<file path="src/rfi_defines.svh">
`ifndef RFI_DEFINES_SVH
`define RFI_DEFINES_SVH

// input lane width of the four sample streams.
`define RFI_DIN_WIDTH 18

// lane width after the input cast.
`define RFI_CAST_WIDTH 9

// right shift applied before the input cast.
`define RFI_CAST_SHIFT 9

// width of the per-channel running sums.
`define RFI_ACC_WIDTH 32

// right shift applied before the output cast.
`define RFI_DOUT_SHIFT 8

// width of the power and correlation outputs.
`define RFI_DOUT_WIDTH 16

// channels per spectrum and the index width that covers them.
`define RFI_CHANNELS 16
`define RFI_CHAN_BITS 4

`endif

</file>
<file path="src/rfi_pkg.sv">
`default_nettype none

`include "rfi_defines.svh"

package rfi_pkg;

    // one cast sample lane.
    typedef logic signed [`RFI_CAST_WIDTH-1:0] cast_t;

    // power is a sum of squares, so it never goes negative.
    typedef logic [`RFI_ACC_WIDTH-1:0] pow_t;

    // real part of the cross-correlation.
    typedef logic signed [`RFI_ACC_WIDTH-1:0] corr_t;

    // channel index within a spectrum.
    typedef logic [`RFI_CHAN_BITS-1:0] chan_t;

    // one sample's products, tagged with its place in the accumulation.
    typedef struct packed {
        chan_t chan;
        logic  first;
        logic  last;
        pow_t  pow;
        corr_t corr;
    } prod_t;

endpackage

`default_nettype wire

</file>
<file path="src/rfi_stream_if.sv">
`timescale 1ns/1ps
`default_nettype none

interface rfi_stream_if;
    import rfi_pkg::*;

    logic  valid;
    logic  sync;
    cast_t sig_re;
    cast_t sig_im;
    cast_t ref_re;
    cast_t ref_im;

    // cast stage drives the lanes.
    modport source (
        output valid,
        output sync,
        output sig_re,
        output sig_im,
        output ref_re,
        output ref_im
    );

    // product stage reads them, no back-pressure.
    modport sink (
        input valid,
        input sync,
        input sig_re,
        input sig_im,
        input ref_re,
        input ref_im
    );

endinterface

`default_nettype wire

</file>
<file path="src/rfi_input_cast.sv">
`timescale 1ns/1ps
`default_nettype none

`include "rfi_defines.svh"

module rfi_input_cast (
    input  wire                             clk,
    input  wire                             rst_n,
    input  wire signed [`RFI_DIN_WIDTH-1:0] sig_re,
    input  wire signed [`RFI_DIN_WIDTH-1:0] sig_im,
    input  wire signed [`RFI_DIN_WIDTH-1:0] ref_re,
    input  wire signed [`RFI_DIN_WIDTH-1:0] ref_im,
    input  wire                             din_valid,
    input  wire                             sync_in,
    rfi_stream_if.source                    out,
    output logic                            in_sat
);
    import rfi_pkg::*;

    localparam int LANES = 4;
    localparam int CAST_MAX = (1 << (`RFI_CAST_WIDTH - 1)) - 1;
    localparam int CAST_MIN = -(1 << (`RFI_CAST_WIDTH - 1));

    logic signed [`RFI_DIN_WIDTH-1:0] lane_in [LANES];
    logic signed [`RFI_DIN_WIDTH-1:0] shifted [LANES];
    cast_t                            lane_cast [LANES];
    logic [LANES-1:0]                 lane_clip;

    // lane order is sig_re, sig_im, ref_re, ref_im.
    assign lane_in[0] = sig_re;
    assign lane_in[1] = sig_im;
    assign lane_in[2] = ref_re;
    assign lane_in[3] = ref_im;

    always_comb begin
        for (int i = 0; i < LANES; i++) begin
            shifted[i] = lane_in[i] >>> `RFI_CAST_SHIFT;
            if (shifted[i] > CAST_MAX) begin
                lane_cast[i] = cast_t'(CAST_MAX);
                lane_clip[i] = 1'b1;
            end else if (shifted[i] < CAST_MIN) begin
                lane_cast[i] = cast_t'(CAST_MIN);
                lane_clip[i] = 1'b1;
            end else begin
                lane_cast[i] = shifted[i][`RFI_CAST_WIDTH-1:0];
                lane_clip[i] = 1'b0;
            end
        end
    end

    always_ff @(posedge clk) begin
        if (!rst_n) begin
            out.valid <= 1'b0;
            out.sync  <= 1'b0;
            in_sat    <= 1'b0;
        end else begin
            out.valid <= din_valid;
            out.sync  <= din_valid && sync_in;
            // only a clip on a real sample counts.
            in_sat    <= din_valid && (|lane_clip);
        end
    end

    always_ff @(posedge clk) begin
        out.sig_re <= lane_cast[0];
        out.sig_im <= lane_cast[1];
        out.ref_re <= lane_cast[2];
        out.ref_im <= lane_cast[3];
    end

endmodule

`default_nettype wire

</file>
<file path="src/rfi_product.sv">
`timescale 1ns/1ps
`default_nettype none

`include "rfi_defines.svh"

module rfi_product (
    input  wire           clk,
    input  wire           rst_n,
    rfi_stream_if.sink    in,
    input  wire [31:0]    acc_len,
    input  wire           cnt_rst,
    output logic          prod_valid,
    output rfi_pkg::prod_t prod
);
    import rfi_pkg::*;

    chan_t       chan_q;
    logic [31:0] spec_q;
    logic [31:0] len_q;
    logic        seen_sync;

    chan_t       chan_c;
    logic [31:0] spec_c;
    logic [31:0] len_c;
    logic        take;

    logic signed [`RFI_ACC_WIDTH-1:0] sig_re_x;
    logic signed [`RFI_ACC_WIDTH-1:0] sig_im_x;
    logic signed [`RFI_ACC_WIDTH-1:0] ref_re_x;
    logic signed [`RFI_ACC_WIDTH-1:0] ref_im_x;
    pow_t                             pow_c;
    corr_t                            corr_c;

    // position of the incoming sample.
    always_comb begin
        chan_c = chan_q + 1'b1;
        spec_c = spec_q;
        len_c  = len_q;
        if (in.sync) begin
            chan_c = '0;
            if (!seen_sync || spec_q == len_q - 1) begin
                // new accumulation, a zero length counts as one spectrum.
                spec_c = '0;
                len_c  = (acc_len == '0) ? 32'd1 : acc_len;
            end else begin
                spec_c = spec_q + 1;
            end
        end
    end

    // nothing is taken until the first sync.
    assign take = in.valid && (seen_sync || in.sync);

    // widen before multiplying so the products keep every bit.
    assign sig_re_x = in.sig_re;
    assign sig_im_x = in.sig_im;
    assign ref_re_x = in.ref_re;
    assign ref_im_x = in.ref_im;

    assign pow_c  = pow_t'(ref_re_x * ref_re_x + ref_im_x * ref_im_x);
    assign corr_c = sig_re_x * ref_re_x + sig_im_x * ref_im_x;

    always_ff @(posedge clk) begin
        if (!rst_n || cnt_rst) begin
            chan_q    <= '0;
            spec_q    <= '0;
            len_q     <= '0;
            seen_sync <= 1'b0;
        end else if (take) begin
            chan_q    <= chan_c;
            spec_q    <= spec_c;
            len_q     <= len_c;
            seen_sync <= 1'b1;
        end
    end

    always_ff @(posedge clk) begin
        if (!rst_n) begin
            prod_valid <= 1'b0;
        end else begin
            prod_valid <= take;
        end
    end

    always_ff @(posedge clk) begin
        if (take) begin
            prod.chan  <= chan_c;
            prod.first <= (spec_c == '0);
            prod.last  <= (spec_c == len_c - 1);
            prod.pow   <= pow_c;
            prod.corr  <= corr_c;
        end
    end

endmodule

`default_nettype wire

</file>
<file path="src/rfi_vector_acc.sv">
`timescale 1ns/1ps
`default_nettype none

`include "rfi_defines.svh"

module rfi_vector_acc #(
    parameter type acc_t = rfi_pkg::pow_t
) (
    input  wire             clk,
    input  wire             rst_n,
    input  wire             in_valid,
    input  rfi_pkg::chan_t  chan,
    input  wire             first,
    input  wire             last,
    input  acc_t            value,
    output logic            sum_valid,
    output acc_t            sum
);

    // one running sum per channel.
    acc_t mem [`RFI_CHANNELS];

    acc_t stored;
    acc_t next_sum;

    // read and write of one channel in the same cycle is safe, the next
    // sample for that channel is at least a full spectrum away.
    assign stored = mem[chan];

    // first spectrum starts a fresh sum.
    assign next_sum = first ? value : acc_t'(stored + value);

    always_ff @(posedge clk) begin
        if (in_valid) begin
            mem[chan] <= next_sum;
        end
    end

    always_ff @(posedge clk) begin
        if (!rst_n) begin
            sum_valid <= 1'b0;
        end else begin
            sum_valid <= in_valid && last;
        end
    end

    // completed sum leaves in the last spectrum.
    always_ff @(posedge clk) begin
        if (in_valid && last) begin
            sum <= next_sum;
        end
    end

endmodule

`default_nettype wire

</file>
<file path="src/rfi_output_cast.sv">
`timescale 1ns/1ps
`default_nettype none

`include "rfi_defines.svh"

module rfi_output_cast (
    input  wire                              clk,
    input  wire                              rst_n,
    input  wire                              cnt_rst,
    input  wire                              in_valid,
    input  rfi_pkg::pow_t                    pow_sum,
    input  rfi_pkg::corr_t                   corr_sum,
    input  wire                              in_sat,
    output logic [`RFI_DOUT_WIDTH-1:0]       pow_data,
    output logic [`RFI_DOUT_WIDTH-1:0]       corr_data,
    output logic                             dout_valid,
    output logic                             warning
);
    import rfi_pkg::*;

    localparam pow_t  POW_MAX  = pow_t'((1 << `RFI_DOUT_WIDTH) - 1);
    localparam corr_t CORR_MAX = corr_t'((1 << (`RFI_DOUT_WIDTH - 1)) - 1);
    localparam corr_t CORR_MIN = corr_t'(-(1 << (`RFI_DOUT_WIDTH - 1)));

    pow_t  pow_shift;
    corr_t corr_shift;
    pow_t  pow_sat;
    corr_t corr_sat;
    logic  pow_clip;
    logic  corr_clip;

    assign pow_shift  = pow_sum >> `RFI_DOUT_SHIFT;
    assign corr_shift = corr_sum >>> `RFI_DOUT_SHIFT;

    assign pow_clip = pow_shift > POW_MAX;
    assign pow_sat  = pow_clip ? POW_MAX : pow_shift;

    always_comb begin
        corr_clip = 1'b1;
        if (corr_shift > CORR_MAX) begin
            corr_sat = CORR_MAX;
        end else if (corr_shift < CORR_MIN) begin
            corr_sat = CORR_MIN;
        end else begin
            corr_sat  = corr_shift;
            corr_clip = 1'b0;
        end
    end

    always_ff @(posedge clk) begin
        if (!rst_n) begin
            dout_valid <= 1'b0;
        end else begin
            dout_valid <= in_valid;
        end
    end

    always_ff @(posedge clk) begin
        if (in_valid) begin
            pow_data  <= pow_sat[`RFI_DOUT_WIDTH-1:0];
            corr_data <= corr_sat[`RFI_DOUT_WIDTH-1:0];
        end
    end

    // sticky until cnt_rst, set by input or output clipping.
    always_ff @(posedge clk) begin
        if (!rst_n || cnt_rst) begin
            warning <= 1'b0;
        end else if (in_sat || (in_valid && (pow_clip || corr_clip))) begin
            warning <= 1'b1;
        end
    end

endmodule

`default_nettype wire

</file>
<file path="src/rfi_detection.sv">
`timescale 1ns/1ps
`default_nettype none

`include "rfi_defines.svh"

module rfi_detection (
    input  wire                             clk,
    input  wire                             rst_n,
    input  wire signed [`RFI_DIN_WIDTH-1:0] sig_re,
    input  wire signed [`RFI_DIN_WIDTH-1:0] sig_im,
    input  wire signed [`RFI_DIN_WIDTH-1:0] ref_re,
    input  wire signed [`RFI_DIN_WIDTH-1:0] ref_im,
    input  wire                             din_valid,
    input  wire                             sync_in,
    input  wire [31:0]                      acc_len,
    input  wire                             cnt_rst,
    output logic [`RFI_DOUT_WIDTH-1:0]      pow_data,
    output logic [`RFI_DOUT_WIDTH-1:0]      corr_data,
    output logic                            dout_valid,
    output logic                            warning
);
    import rfi_pkg::*;

    logic  in_sat;
    logic  prod_valid;
    prod_t prod;
    logic  sum_valid;
    pow_t  pow_sum;
    corr_t corr_sum;

    rfi_stream_if cast_if ();

    rfi_input_cast input_cast (
        .clk       (clk),
        .rst_n     (rst_n),
        .sig_re    (sig_re),
        .sig_im    (sig_im),
        .ref_re    (ref_re),
        .ref_im    (ref_im),
        .din_valid (din_valid),
        .sync_in   (sync_in),
        .out       (cast_if.source),
        .in_sat    (in_sat)
    );

    rfi_product product (
        .clk        (clk),
        .rst_n      (rst_n),
        .in         (cast_if.sink),
        .acc_len    (acc_len),
        .cnt_rst    (cnt_rst),
        .prod_valid (prod_valid),
        .prod       (prod)
    );

    rfi_vector_acc #(.acc_t(pow_t)) pow_acc (
        .clk       (clk),
        .rst_n     (rst_n),
        .in_valid  (prod_valid),
        .chan      (prod.chan),
        .first     (prod.first),
        .last      (prod.last),
        .value     (prod.pow),
        .sum_valid (sum_valid),
        .sum       (pow_sum)
    );

    // same strobe as pow_acc, so its valid stays open.
    rfi_vector_acc #(.acc_t(corr_t)) corr_acc (
        .clk       (clk),
        .rst_n     (rst_n),
        .in_valid  (prod_valid),
        .chan      (prod.chan),
        .first     (prod.first),
        .last      (prod.last),
        .value     (prod.corr),
        .sum_valid (),
        .sum       (corr_sum)
    );

    rfi_output_cast output_cast (
        .clk        (clk),
        .rst_n      (rst_n),
        .cnt_rst    (cnt_rst),
        .in_valid   (sum_valid),
        .pow_sum    (pow_sum),
        .corr_sum   (corr_sum),
        .in_sat     (in_sat),
        .pow_data   (pow_data),
        .corr_data  (corr_data),
        .dout_valid (dout_valid),
        .warning    (warning)
    );

endmodule

`default_nettype wire

</file>
<file path="config.mk">
export PLATFORM = sky130hd
export DESIGN_NAME = rfi_detection
export DESIGN_NICKNAME = d
export VERILOG_FILES = /design/src/rfi_pkg.sv /design/src/rfi_stream_if.sv /design/src/rfi_input_cast.sv /design/src/rfi_product.sv /design/src/rfi_vector_acc.sv /design/src/rfi_output_cast.sv /design/src/rfi_detection.sv
export VERILOG_INCLUDE_DIRS = /design/src
export SDC_FILE = /design/constraint.sdc
export NUM_CORES = 2
export LEC_CHECK = 0
export ABC_AREA = 1
export BUFFER_PORTS_ARGS = -buffer_cell sky130_fd_sc_hd__buf_2
export CELL_PAD_IN_SITES_DETAIL_PLACEMENT = 0
export CELL_PAD_IN_SITES_GLOBAL_PLACEMENT = 1
export CORE_UTILIZATION = 40
export CTS_CLUSTER_SIZE = 40
export DETAILED_ROUTE_END_ITERATION = 12
export HOLD_SLACK_MARGIN = 0.15
export PLACE_DENSITY_LB_ADDON = 0.1
export SLEW_MARGIN = 20
export SYNTH_ARGS = -nofsm -noshare
export SYNTH_HDL_FRONTEND = slang
export SYNTH_SLANG_ARGS = --single-unit
</file>
<file path="constraint.sdc">
create_clock -name clk -period 7.1 [get_ports clk]
set_input_delay 1.42 -clock clk [delete_from_list [all_inputs] [get_ports clk]]
set_output_delay 1.42 -clock clk [all_outputs]
set_load 0.005 [all_outputs]
</file>
# [Word-level counts from Yosys, hierarchy flattened]
# Memories as Yosys holds them, arrays and structs flattened. A register that Yosys moved wholly into a read port is not among the register bits.
# Cells that the tools add are included.
[totals] ff_bits=278 mem_bits_rw=1024 in_bits=109 out_inout_bits=34 word_cells=93 mem_count=2
[classes] add_sub_neg=8 mul=4 magnitude_cmp=11 n_eq_ne=2 mux=27 n_reduce_logical=15
[mem_list] memory="corr_acc.mem" depth=16 word_bits=32 rd=1 rd_ports_with_merged_regs=1 wr=1 line_no="rfi_vector_acc.sv:21" text="acc_t mem [`RFI_CHANNELS];"
[mem_list] memory="pow_acc.mem" depth=16 word_bits=32 rd=1 rd_ports_with_merged_regs=1 wr=1 line_no="rfi_vector_acc.sv:21"
[ops] op="$mux 32" count=7
[ops] op="$add 32x32->32" count=4
[ops] op="$mul 9x9->18" count=4
[ops] op="$eq 32x32->1" count=2
[ops] op="$logic_not 32->1" count=2
[ops] op="$sub 32x1->32 const B" count=2
[ops] op="$gt 24x16->1 const B" count=2
[ops] op="$gt 9x9->1 const B" count=4
[ops] op="$lt 9x9->1 const B" count=4
[ops] op="$mux 9" count=4
[ops] op="$add 32x1->32 const B" count=1
[ops] op="$lt 24x16->1 const B" count=1
[ops] op="$mux 16" count=1
[ops] op="$mux 1" count=12
[ops] op="$mux 4" count=3
[ops] op="$logic_and 1x1->1" count=5
[ops] op="$logic_or 1x1->1" count=5
[ops] op="$add 4x1->4 const B" count=1
[ops] op="$reduce_or 4->1" count=1
[ops] op="$logic_not 1->1" count=2

# [Logic depth before layout (Yosys ltp)]
[depth] ltp_word=7 depth_mapped=37 mapped_depth_nobuf=33

# [Modules after synthesis]
# Synthesis repeated with hierarchy kept, for this count alone.
[hier_totals] cells_unflattened=6486 hier_area_um2=68373.1
[modules_own_cells] mod="rfi_vector_acc" n_inst=2 cells_each=1723 area_per_inst_um2=22384.0 seq_area_each_um2=16355.7
[modules_own_cells] mod="rfi_product" n_inst=1 cells_each=2831 area_per_inst_um2=21259.1 seq_area_each_um2=2722.6
[modules_own_cells] mod="rfi_output_cast" n_inst=1 cells_each=129 area_per_inst_um2=1408.9 seq_area_each_um2=1001.0
[modules_own_cells] mod="rfi_input_cast" n_inst=1 cells_each=80 area_per_inst_um2=937.1 seq_area_each_um2=780.7

# [Least setup slack after synthesis]
# Ideal clock, no wire load.
[synth_timing] kind="register to register" from="register input_cast.out.ref_im[2]" to="register, netlist name product.prod[26]" setup_time_ns=0.169 arrival_ns=6.498 required_ns=6.931 path_slack_ns=0.433 stages_incl_launch_ff=33 period_less_slack_ns=6.667 cell_sequence="dfxtp_1 > clkbuf_1 > buf_1 > nand2_1 > fa_1 > inv_1 > fa_1 > fa_1 > fa_1 > fa_1 > ha_1 > nand2_1 > nor2_1 > a211oi_1 > nor2_1 > o21ai_0 > nand2_1 > a21oi_1 > o21ai_0 > a21o_1 > a21oi_1 > or2_2 > inv_1 > nor2_1 > nor2_1 > nor2_1 > xor2_1 > ha_1 > inv_1 > or2_2 > buf_1 > clkbuf_1 > o31ai_1"
[synth_via] elab_chain_len=2
[synth_rtl] item="start: declaration" line_no="rfi_stream_if.sv:21" text="output ref_im"
[synth_rtl] item="start signal: assignment" line_no="rfi_input_cast.sv:68" text="out.ref_im <= lane_cast[3];"
[synth_rtl] item="$mul 9x9->18" line_no="rfi_product.sv:61" text="assign corr_c = sig_re_x * ref_re_x + sig_im_x * ref_im_x;"
[synth_rtl] item="$add 32x32->32" line_no="rfi_product.sv:61"
[synth_rtl] item="net product.corr_c[26]" line_no="rfi_product.sv:32" text="corr_t corr_c;"
# The timed path passes the listed nets, and every way through them passes these cells.
# A chain may end at the register's enable or synchronous reset.

# [Final worst setup path]
[layout_timing] from="register input_cast.out.sig_im[4]" to="register, netlist name product.prod[22]"
[layout_via] elab_chain_len=2
[layout_rtl] item="start: declaration" line_no="rfi_stream_if.sv:19" text="output sig_im,"
[layout_rtl] item="start signal: assignment" line_no="rfi_input_cast.sv:66" text="out.sig_im <= lane_cast[1];"
[layout_rtl] item="$mul 9x9->18" line_no="rfi_product.sv:61"
[layout_rtl] item="$add 32x32->32" line_no="rfi_product.sv:61"
[layout_rtl] item="net product.corr_c[22]" line_no="rfi_product.sv:32"
# The timed path passes the listed nets, and every way through them passes these cells.

==> out/results.txt <==
Outcome: complete, no violations
Worst hold path type: register to register
Cts hold-fix bufs: 0
R2R Path End: product.prod[22]$_DFFE_PP_
Crit-path max cell delay: 0.53 ns
Routed vias/inst: 5.08
Drt wl/cell: 20.7 µm
Final ANT Viol Nets: 0
# setup viols final: 0
Worst setup SP type: register
Inst Count DP: 8905
Total design power: 0.0337 W
Top cells by area, synth: edfxtp_1, fa_1, inv_1
Max_slew headroom: 0.246
Syn Std Cell Area: 70200 µm²
Hold depth: 2
CTS tree: built
Overflow after GRT: 0
Final Max Slew Viols: 0
DRT Pass-1 Iters: 5
Post-synth EDFFs: 1174
CP max-delay cell: fa_1
Cts bufs inserted: 147
I/O Pins: 143
Setup slack, reg-to-reg: 0.41 ns
Port Buf Inserts: 106
CP Capture Type: register
Most frequent cells in the layout: edfxtp_1, inv_1, nand2_1
CTS root buf: clkbuf_16
Hold slack: 0.479 ns
DPL Wire Length: 118000 µm
Kind of cell adding the most delay to the critical path: adder cells
Die area: 177000 µm²
Die W: 421 µm
Max Cap Viol: 0
R2R depth: 31
FMAX: 149 MHz
Worst-path clk slew: 0.06 ns
R2r startpoint: input_cast.out.sig_im[4]$_SDFF_PN1_
Unrepaired setup endpoints after global routing: false
Seq/Total Area, Yosys: 0.535
Slew at the pin closest to its max-slew limit: 1.13 ns
Layout cells sized above 1: 0.0899
Hold Violations, Final: 0
Minimum clock period: 6.69 ns
WL final: 189000 µm
Power density cells: 430 nW/µm²
Die H: 421 µm
GPL Wtd Cong: 0.841
Synth top area share: 0.502
Min-delay src: product.chan_q[3]$_SDFFE_PP0P_
FP Rows: 153
Yosys Warn Count: 0
Setup tns final: 0 ns
Period utilization: 0.942
Final Net Count: 7359
Fin cells: 9168
Core Area: 174000 µm²
Vias in the first global route: 46200
Starting Density: 0.403
Area grow syn2layout: 11.7%
First-pass GRT wire length: 286000 µm
Sink Count: 1290
Cell taking the most area after synthesis: edfxtp_1
Yosys reg bits: 1290
Clk Latency, worst-skew pair: 0.79 ns
Min-Delay Endpoint: product.chan_q[3]$_SDFFE_PP0P_
Gate count of the mapped netlist: 6658
Syn_nets: 7288
H-tree levels: 4
Leakage: 33.0 nW
# DRC: 0
Synth unique cells: 52
Crit. Startpoint: input_cast.out.sig_im[4]$_SDFF_PN1_
Setup CP Type: register to register
FFs w/ async S/R, synth: 0
Total GRT Usage: 0.213
Commonest non-fill, non-tap cell in the layout: edfxtp_1
CP bufs+invs: 6
DRT iter0 DRCs: 3224
Crit path required time: 7.70 ns
Fin Clk Skew: 0.0266 ns
Main synth FF type: edfxtp_1
CP Max Fanout: 14
Avg Synthesized Cell Area: 10.5 µm²
Max IR drop VDD: 928 µV
Crit path DAT: 7.29 ns
Largest net degree at the start of global routing: 190
Vias: 46600
Initial antenna violation count: 5
Number of buffers on the longest clock path: 3
[synth_stat cells, drive strengths merged, types with 2 or more instances]
| cell | number |
|---|---|
| clkinv | 6 |
| dfxtp | 116 |
| nor3 | 25 |
| a21boi | 2 |
| o21a | 19 |
| inv | 1087 |
| o21ai | 507 |
| xnor2 | 75 |
| nand2 | 983 |
| clkbuf | 268 |
| nor2 | 287 |
| xor2 | 100 |
| nand3b | 22 |
| a211oi | 6 |
| nor4 | 20 |
| buf | 66 |
| fa | 264 |
| o31ai | 14 |
| nand4 | 37 |
| ha | 257 |
| o21bai | 16 |
| a31oi | 12 |
| mux2i | 256 |
| a21o | 9 |
| a22oi | 2 |
| o211ai | 266 |
| edfxtp | 1174 |
| o22a | 2 |
| nand3 | 237 |
| or2 | 61 |
| a21oi | 454 |
[cells by family after synthesis]
logic type,synth area share
adder cells (fa/ha/maj),0.121
AND/OR/NAND/NOR,0.101
AO/OA/AOI/OAI,0.106
other,0.0000534
buffers and inverters,0.0772
flip-flops,0.535
multiplexers,0.0365
XOR/XNOR,0.0225
[cell type report]
cell class,instances,area [µm²]
repair buffers,256,1800
inverters,1093,4120
multi-input cells,3941,27400
clock inverters,64,613
diodes,2,5.00
clock buffers,197,3980
flip-flops and latches,1290,37600
fillers,16500,95700
well taps,2325,2910
[metrics by stage]
stage                     cell area, µm²   util  worst slack [ns]
after floorplan                    70200      -             0.433
after global placement             73800  0.424            0.0327
after detailed placement           73800  0.424          -0.00208
after CTS                          78400  0.450            0.0219
after global routing               78500  0.450           0.00128
final                              78500  0.450             0.410
[where the power goes]
group	switching (W)	leakage, nW	internal, W
logic	0.0102	19.2	0.00589
registers	0.000197	11.5	0.0101
clock network	0.00310	2.23	0.00424
[layer usage]
metal | share of wire | global-route usage | up-vias
met2 | 0.48 | 0.357 | 828
met3 | 0.038 | 0.0287 | 239
met5 | 0 | 0 | -
met4 | 0.023 | 0.0572 | 0
met1 | 0.46 | 0.290 | 22800
li1 | - | - | 22700
[sequential cells by signal (all words and copies together) (netlist names), 4 cells and up, named ones only]
| signal | flops |
|---|---|
| output_cast.corr_data | 16 |
| input_cast.out.sig_re | 9 |
| input_cast.out.sig_im | 9 |
| output_cast.pow_data | 16 |
| corr_acc.mem | 512 |
| product.chan_q | 4 |
| product.prod | 70 |
| product.spec_q | 32 |
| input_cast.out.ref_re | 9 |
| product.len_q | 32 |
| pow_acc.sum | 24 |
| corr_acc.sum | 24 |
| pow_acc.mem | 512 |
| input_cast.out.ref_im | 9 |
[worst max-delay path by stage]
stage	to	slack [ns]	cells past startpoint
after global routing	product.prod[17]$_DFFE_PP_	0.001	32
after floorplan	product.prod[26]$_DFFE_PP_	0.43	32
after global placement	product.prod[28]$_DFFE_PP_	0.03	29
after detailed placement	product.prod[22]$_DFFE_PP_	-0.002	29
after CTS	product.prod[61]$_DFFE_PP_	0.02	23
final	product.prod[22]$_DFFE_PP_	0.41	31
[what timing repair did]
action / 4_1_cts / 5_1_grt
buffers inserted: 0 / 0
setup endpoints to repair: 4 / 31
gates cloned: 0 / 0
pin swaps: 0 / 4
hold endpoints to repair: 0 / 0
resized for setup: 1 / 23
[tightest hold or removal path: cells and delay by family (launching register included)]
family | cells | cell delay (ns)
AO/OA/AOI/OAI | 1 | 0.06
flip-flops | 1 | 0.31
AND/OR/NAND/NOR | 1 | 0.06
(Power assumes the default switching activity.)
